[config.mk]
export PLATFORM = sky130hd
export DESIGN_NAME = dcache_ctrl
export DESIGN_NICKNAME = d
export VERILOG_FILES = /design/src/design/dcache_pkg.sv /design/src/design/dcache_ctrl.sv
export VERILOG_INCLUDE_DIRS = /design/src /design/src/design
export SDC_FILE = /design/constraint.sdc
export NUM_CORES = 2
export LEC_CHECK = 0
export ABC_AREA = 1
export BUFFER_PORTS_ARGS = -buffer_cell sky130_fd_sc_hd__buf_4
export CAP_MARGIN = 5
export CELL_PAD_IN_SITES_DETAIL_PLACEMENT = 2
export CELL_PAD_IN_SITES_GLOBAL_PLACEMENT = 2
export CORE_ASPECT_RATIO = 1.5
export CORE_MARGIN = 4
export CORE_UTILIZATION = 28
export CTS_CLUSTER_DIAMETER = 40
export DETAILED_ROUTE_END_ITERATION = 8
export PLACE_DENSITY = 0.6
export SYNTH_ARGS = -nofsm -noshare
export SYNTH_HDL_FRONTEND = slang
export SYNTH_SLANG_ARGS = --single-unit
[constraint.sdc]
create_clock -name clock -period 9.3 [get_ports clock]
set_input_delay 1.86 -clock clock [delete_from_list [all_inputs] [get_ports clock]]
set_output_delay 1.86 -clock clock [all_outputs]
set_load 0.05 [all_outputs]
[src/design/dcache_defs.svh]
// data cache sizing
`ifndef DCACHE_DEFS_SVH
`define DCACHE_DEFS_SVH

// cache geometry, one 64-bit word per line
`define DCACHE_IDX_BITS 5
`define DCACHE_LINES (1 << `DCACHE_IDX_BITS)
`define DCACHE_OFS_BITS 3   // byte offset inside a word

// byte address and the tag left above index and offset
`define ADDR_BITS 32
`define DCACHE_TAG_BITS (`ADDR_BITS - `DCACHE_IDX_BITS - `DCACHE_OFS_BITS)

`define DATA_BITS 64

// command queue between core and memory
`define CMDQ_DEPTH 16

// memory transaction numbers, 0 reserved for none
`define XACT_NUM_BITS 4

// accept to data return
`define MEM_LATENCY 6

// memory size in words
`define MEM_WORD_BITS 10

`endif

[src/design/dcache_pkg.sv]
// data cache shared types
`default_nettype none
`include "dcache_defs.svh"

package dcache_pkg;

  // memory bus commands
  typedef enum logic [1:0] {
    MEM_NONE  = 2'd0,
    MEM_LOAD  = 2'd1,
    MEM_STORE = 2'd2
  } mem_cmd_e;

  typedef struct packed {
    logic [6:0] pr;   // physical dest
    logic [4:0] ar;   // architectural dest
  } dest_t;

  typedef struct packed {
    logic                  load;
    logic                  store;
    logic [`ADDR_BITS-1:0] addr;
    logic [`DATA_BITS-1:0] st_data;
    dest_t                 dest;
  } lsq_req_t;

  typedef struct packed {
    logic                  valid;
    dest_t                 dest;
    logic [`DATA_BITS-1:0] data;
  } cdb_t;

  typedef struct packed {
    mem_cmd_e              cmd;
    logic [`ADDR_BITS-1:0] addr;
    logic [`DATA_BITS-1:0] data;
  } mem_req_t;

  typedef struct packed {
    logic [`XACT_NUM_BITS-1:0] response;   // number granted now, 0 if refused
    logic [`XACT_NUM_BITS-1:0] tag;        // number whose data is back
    logic [`DATA_BITS-1:0]     data;
  } mem_rsp_t;

  typedef struct packed {
    logic                        en;
    logic [`DCACHE_IDX_BITS-1:0] idx;
    logic [`DCACHE_TAG_BITS-1:0] tag;
    logic [`DATA_BITS-1:0]       data;
  } array_wr_t;

  typedef struct packed {
    logic                  hit;
    logic [`DATA_BITS-1:0] data;
  } array_rd_t;

endpackage

`default_nettype wire

[src/design/dcache_ctrl.sv]
// data cache controller
`default_nettype none
`include "dcache_defs.svh"

module dcache_ctrl (
  input  logic                  clock,
  input  logic                  reset,
  input  dcache_pkg::lsq_req_t  lsq_req,
  output logic                  req_ready,
  output dcache_pkg::cdb_t      cdb,
  input  logic                  halt,
  output logic                  halted,
  output logic [`ADDR_BITS-1:0] lookup_addr,
  input  dcache_pkg::array_rd_t lookup,
  output dcache_pkg::array_wr_t store_wr,
  output dcache_pkg::array_wr_t fill_wr,
  output dcache_pkg::mem_req_t  mem_req,
  input  dcache_pkg::mem_rsp_t  mem_rsp
);

  localparam int PTR_BITS = $clog2(`CMDQ_DEPTH);
  localparam int SLOTS = 1 << `XACT_NUM_BITS;
  localparam int IDX_LO = `DCACHE_OFS_BITS;
  localparam int TAG_LO = `DCACHE_OFS_BITS + `DCACHE_IDX_BITS;
  localparam logic [PTR_BITS:0] FULL = (PTR_BITS + 1)'(`CMDQ_DEPTH);
  localparam logic [PTR_BITS-1:0] LAST = PTR_BITS'(`CMDQ_DEPTH - 1);

  // command queue entry, loads misses and all stores
  typedef struct packed {
    dcache_pkg::mem_cmd_e  cmd;
    logic [`ADDR_BITS-1:0] addr;
    logic [`DATA_BITS-1:0] data;
    dcache_pkg::dest_t     dest;
    logic                  no_fill;   // a younger store hit this index
  } cmdq_entry_t;

  // tag table slot, keyed by transaction number
  typedef struct packed {
    logic [`DCACHE_IDX_BITS-1:0] idx;
    logic [`DCACHE_TAG_BITS-1:0] tag;
    dcache_pkg::dest_t           dest;
    logic                        no_fill;
  } slot_t;

  cmdq_entry_t         cmdq [`CMDQ_DEPTH];
  logic [PTR_BITS-1:0] head;
  logic [PTR_BITS-1:0] tail;
  logic [PTR_BITS-1:0] head_next;
  logic [PTR_BITS-1:0] tail_next;
  logic [PTR_BITS:0]   count;

  slot_t            slots [SLOTS];
  logic [SLOTS-1:0] occupied;
  logic             halt_seen;

  logic                        take;
  logic                        store_in;
  logic                        hit_load;
  logic                        enq;
  logic                        deq;
  logic                        ret;
  logic                        head_marked;
  logic [`DCACHE_IDX_BITS-1:0] req_idx;
  logic [`DCACHE_TAG_BITS-1:0] req_tag;
  cmdq_entry_t                 head_entry;
  slot_t                       ret_slot;

  assign req_idx     = lsq_req.addr[IDX_LO +: `DCACHE_IDX_BITS];
  assign req_tag     = lsq_req.addr[TAG_LO +: `DCACHE_TAG_BITS];
  assign lookup_addr = lsq_req.addr;

  // a fill owns the cdb this cycle, so hold the core off
  assign req_ready = (count != FULL) && (mem_rsp.tag == '0);

  assign take     = (lsq_req.load || lsq_req.store) && req_ready;
  assign store_in = take && lsq_req.store;
  assign hit_load = take && !lsq_req.store && lookup.hit;
  assign enq      = store_in || (take && !lookup.hit);

  assign head_next = (head == LAST) ? '0 : head + 1'b1;
  assign tail_next = (tail == LAST) ? '0 : tail + 1'b1;

  assign head_entry   = cmdq[head];
  assign mem_req.cmd  = (count == '0) ? dcache_pkg::MEM_NONE : head_entry.cmd;
  assign mem_req.addr = head_entry.addr;
  assign mem_req.data = head_entry.data;

  assign deq = (mem_req.cmd != dcache_pkg::MEM_NONE) && (mem_rsp.response != '0);
  assign ret = (mem_rsp.tag != '0) && occupied[mem_rsp.tag];
  assign ret_slot = slots[mem_rsp.tag];

  // a store entering now also counts against the head moving out
  assign head_marked = head_entry.no_fill ||
                       (store_in && head_entry.addr[IDX_LO +: `DCACHE_IDX_BITS] == req_idx);

  // write-through, only when the line is present
  assign store_wr.en   = store_in && lookup.hit;
  assign store_wr.idx  = req_idx;
  assign store_wr.tag  = req_tag;
  assign store_wr.data = lsq_req.st_data;

  assign fill_wr.en   = ret && !ret_slot.no_fill;
  assign fill_wr.idx  = ret_slot.idx;
  assign fill_wr.tag  = ret_slot.tag;
  assign fill_wr.data = mem_rsp.data;

  always_comb
  begin
    cdb = '0;
    if (ret)
    begin
      cdb.valid = 1'b1;
      cdb.dest  = ret_slot.dest;
      cdb.data  = mem_rsp.data;
    end
    else if (hit_load)
    begin
      cdb.valid = 1'b1;   // same-cycle hit
      cdb.dest  = lsq_req.dest;
      cdb.data  = lookup.data;
    end
  end

  always_ff @(posedge clock)
  begin
    if (reset)
    begin
      head  <= '0;
      tail  <= '0;
      count <= '0;
    end
    else
    begin
      if (enq)
        tail <= tail_next;
      if (deq)
        head <= head_next;
      unique case ({enq, deq})
        2'b10:   count <= count + 1'b1;
        2'b01:   count <= count - 1'b1;
        default: count <= count;
      endcase
    end
  end

  always_ff @(posedge clock)
  begin
    for (int i = 0; i < `CMDQ_DEPTH; i++)
    begin
      if (store_in && cmdq[i].addr[IDX_LO +: `DCACHE_IDX_BITS] == req_idx)
        cmdq[i].no_fill <= 1'b1;
    end
    if (enq)
    begin
      cmdq[tail].cmd     <= lsq_req.store ? dcache_pkg::MEM_STORE : dcache_pkg::MEM_LOAD;
      cmdq[tail].addr    <= lsq_req.addr;
      cmdq[tail].data    <= lsq_req.st_data;
      cmdq[tail].dest    <= lsq_req.dest;
      cmdq[tail].no_fill <= 1'b0;
    end
  end

  always_ff @(posedge clock)
  begin
    if (reset)
    begin
      occupied  <= '0;
      halt_seen <= 1'b0;
      halted    <= 1'b0;
    end
    else
    begin
      if (ret)
        occupied[mem_rsp.tag] <= 1'b0;
      if (deq && head_entry.cmd == dcache_pkg::MEM_LOAD)
        occupied[mem_rsp.response] <= 1'b1;   // stores take no slot
      halt_seen <= halt_seen || halt;
      if (halt_seen && count == '0 && occupied == '0)
        halted <= 1'b1;
    end
  end

  always_ff @(posedge clock)
  begin
    for (int i = 0; i < SLOTS; i++)
    begin
      if (store_in && occupied[i] && slots[i].idx == req_idx)
        slots[i].no_fill <= 1'b1;
    end
    if (deq && head_entry.cmd == dcache_pkg::MEM_LOAD)
    begin
      slots[mem_rsp.response].idx     <= head_entry.addr[IDX_LO +: `DCACHE_IDX_BITS];
      slots[mem_rsp.response].tag     <= head_entry.addr[TAG_LO +: `DCACHE_TAG_BITS];
      slots[mem_rsp.response].dest    <= head_entry.dest;
      slots[mem_rsp.response].no_fill <= head_marked;
    end
  end

endmodule

`default_nettype wire

==> impl_metrics.yaml <==
placed_design:
  gp_congestion: 0.839
  portBuffers: 646
  placed_cells: 12300
  hpwl_mm: 198
  place_area_sq_um: 109000
detailed_routing:
  num_vias: 66200
  viasPerCell: 5.12
  routed_wl_mm: 362
  drc_errors: 0
  dr.pass1.iters: 5
  drt_iter0_drc: 4392
  wl_per_cell_microns: 28.0
  final_antenna_net_count: 0
hold_path:
  hp-class: "register to register"
  holdPathStages: 1
setup_path:
  crit_type: "primary input to output pin"
  worstSetupEndpointType: "output pin"
  worst_r2r_path_depth: 14
  worst_setup_path_start_kind: "primary input"
  arrival_ns: 5.24
  crit_slowest_cell: "inv_4"
  crit_fanout: 78
  path_common_cell: "buf_4"
  max_stage_delay_ns: 1.01
  crit_chain: "buf_4, inv_1, nand2_1, inv_4, buf_4, a22oi_1, a21oi_1, or4_1, buf_4"
  critPathRequiredTime_ns: 7.44
outcome:
  status: "complete, no violations"
final_layout:
  drive_gt1_share_pct: 17.2
  stdcell_count: 12900
  syn2layout_area_growth_pct: 20.0
  fin_area_sq_um: 120000
  finalNetCount: 8143
  fillerInstances: 36800
synth:
  post_synth.cell_area_avg_sq_um: 13.4
  ys.flop_type: "edfxtp_1"
  yosys-top-cells-area: "edfxtp_1 72%, o21ai_0 4.9%, nor2_1 3.4%"
  ys_types: 48
  yosys_warnings: 0
  yosysSeqAreaShare_pct: 73.6
  async_reset_ff_share_pct: 0
  synth-edff-count: 2416
  synth_top_cell_area_share_pct: 72.3
  ys_ff_latch: 2483
  syn_area_sq_um: 100000
  syn_inst: 7515
  yosys.area.top_type: "edfxtp_1"
clock_tree:
  htreeDepth: 5
  cts_setup_buffers: 0
  cts_resized: 0
  clkLatencyLatePin_ns: 0.93
  cts_buffer_depth: 4
  cts.sinks: 2483
  cts_made_buffers: 352
  cts-root-buf: "clkbuf_16"
  clk_pin_slew_ns: 0.05
  cts_hold_buffers: 0
  cts_tree: "done"
floorplan:
  core.rowCount: 269
  core_area_sq_um: 357000
  die_h_microns: 741
  io-pin-count: 647
  initial_utilization_pct: 28.1
  chipWidth_microns: 497
  die_area_sq_um: 368000
timing:
  hold_viol: 0
  setup_viol: 0
  period_share_pct: 76.3
  finalMaxSlewViolations: 0
  layout_min_cycle_time_ns: 7.10
  setup_tns_ns: 0
  worstMarginPinSlew_ns: 1.19
  rsz0062_at_grt: "false"
  holdWs_ns: 0.472
  clock_skew_ns: 0.0721
  max-slew-margin-rel_pct: 20.9
  fmax_mhz: 141
grt:
  grt_start_max_net_pins: 199
  grt_pass1_vias: 74000
  grt_overflow: 0
  grt_pass1_wl_mm: 520
  antenna_found_initial: 29
  grt_use_total_pct: 18.9
power_and_ir_drop:
  p_leak_nw: 40.3
  vdd_drop_max_uv: 259
  p_per_area_nw_per_um2: 284
  power_mw: 34.2
flow_run:
  maxCapViolations: 0
-- layout make-up --
cell class	count	area [sq um]	area share, %
Clock inverter	245	2720	2.26
Clock buffer	394	9140	7.59
Timing Repair Buffer	771	6140	5.10
Antenna cell	11	27.5	0.0229
Tap cell	4742	5930	4.93
Sequential cell	2483	73900	61.4
Inverter	275	1070	0.891
Multi-Input combinational cell	4000	21500	17.8
-- through the flow --
step	setup slack [ns]	utilization (%)
final	2.20	33.7
after global routing	2.00	33.7
after CTS	2.20	33.7
after detailed placement	2.28	30.4
after global placement	2.34	30.4
after floorplan	1.12	-
-- registers in the layout (all words and copies together) (netlist names), named ones only --
name       flops
halt_seen      1
slots        672
count          5
occupied      16
cmdq        1776
halted         1
head           4
tail           4
-- logic make-up after synthesis --
| group | synth area share (%) |
|---|---|
| flip-flops | 73.6 |
| AO/OA/AOI/OAI | 12.7 |
| AND/OR/NAND/NOR | 7.41 |
| buffers and inverters | 5.27 |
| XOR/XNOR | 0.855 |
| adder cells (fa/ha/maj) | 0.132 |
| other | 0.00374 |
-- worst paths after layout --
path | from | to | slack, ns
hold / removal | count[4]$_SDFFE_PP0P_ | count[4]$_SDFFE_PP0P_ | 0.47
setup reg to reg | register | slots[13][22]$_DFFE_PP_ | 4.17
setup / recovery | mem_rsp[64] | fill_wr[72] | 2.20
hold reg to reg | count[4]$_SDFFE_PP0P_ | count[4]$_SDFFE_PP0P_ | 0.47
-- placed cells by master, fill, tap and decap left out, types with 67 or more instances in the layout --
master and count:
a21oi_1 168, a22oi_1 308, buf_4 743, clkbuf_16 360, edfxtp_1 2416, inv_1 249
nand2_1 498, nand3_1 286, nor2_1 885, o211ai_1 106, o21ai_0 977, o221ai_1 323
o22ai_1 130, xor2_1 67
-- where the power goes --
group	total (mW)	internal (mW)	switching [mW]
logic	7.46	1.74	5.72
clock network	13.5	8.21	5.33
registers	13.2	13.1	0.157
-- worst max-delay path: cells and delay by family --
| kind | cells | cell delay, ns |
|---|---|---|
| buffers and inverters | 5 | 2.12 |
| AO/OA/AOI/OAI | 2 | 0.41 |
| AND/OR/NAND/NOR | 2 | 0.72 |
-- routing by layer --
metal  global-route usage, %  part of all wire, %  vias up
li1                        -                    -    28700
met1                    23.1                   42    35400
met2                    34.4                   52     1471
met3                    2.81                  4.0      594
met4                    5.52                  2.8       12
met5                       0                0.022        -
-- synthesized netlist by cell type (all sizes together) (2+ instances only) --
cell / count
inv: 273
ha: 9
a211oi: 4
o21ai: 984
dfxtp: 67
a31o: 2
o221ai: 323
a22o: 6
xor2: 67
o22ai: 130
a22oi: 308
a21boi: 2
nand4: 27
or2: 13
nand2: 504
clkbuf: 350
a21oi: 168
nand3: 288
nor2: 909
o211ai: 107
a31oi: 8
nor3: 24
o21bai: 2
buf: 447
clkinv: 2
xnor2: 31
nor4: 11
or4: 26
edfxtp: 2416
(Power assumes the default switching activity.)
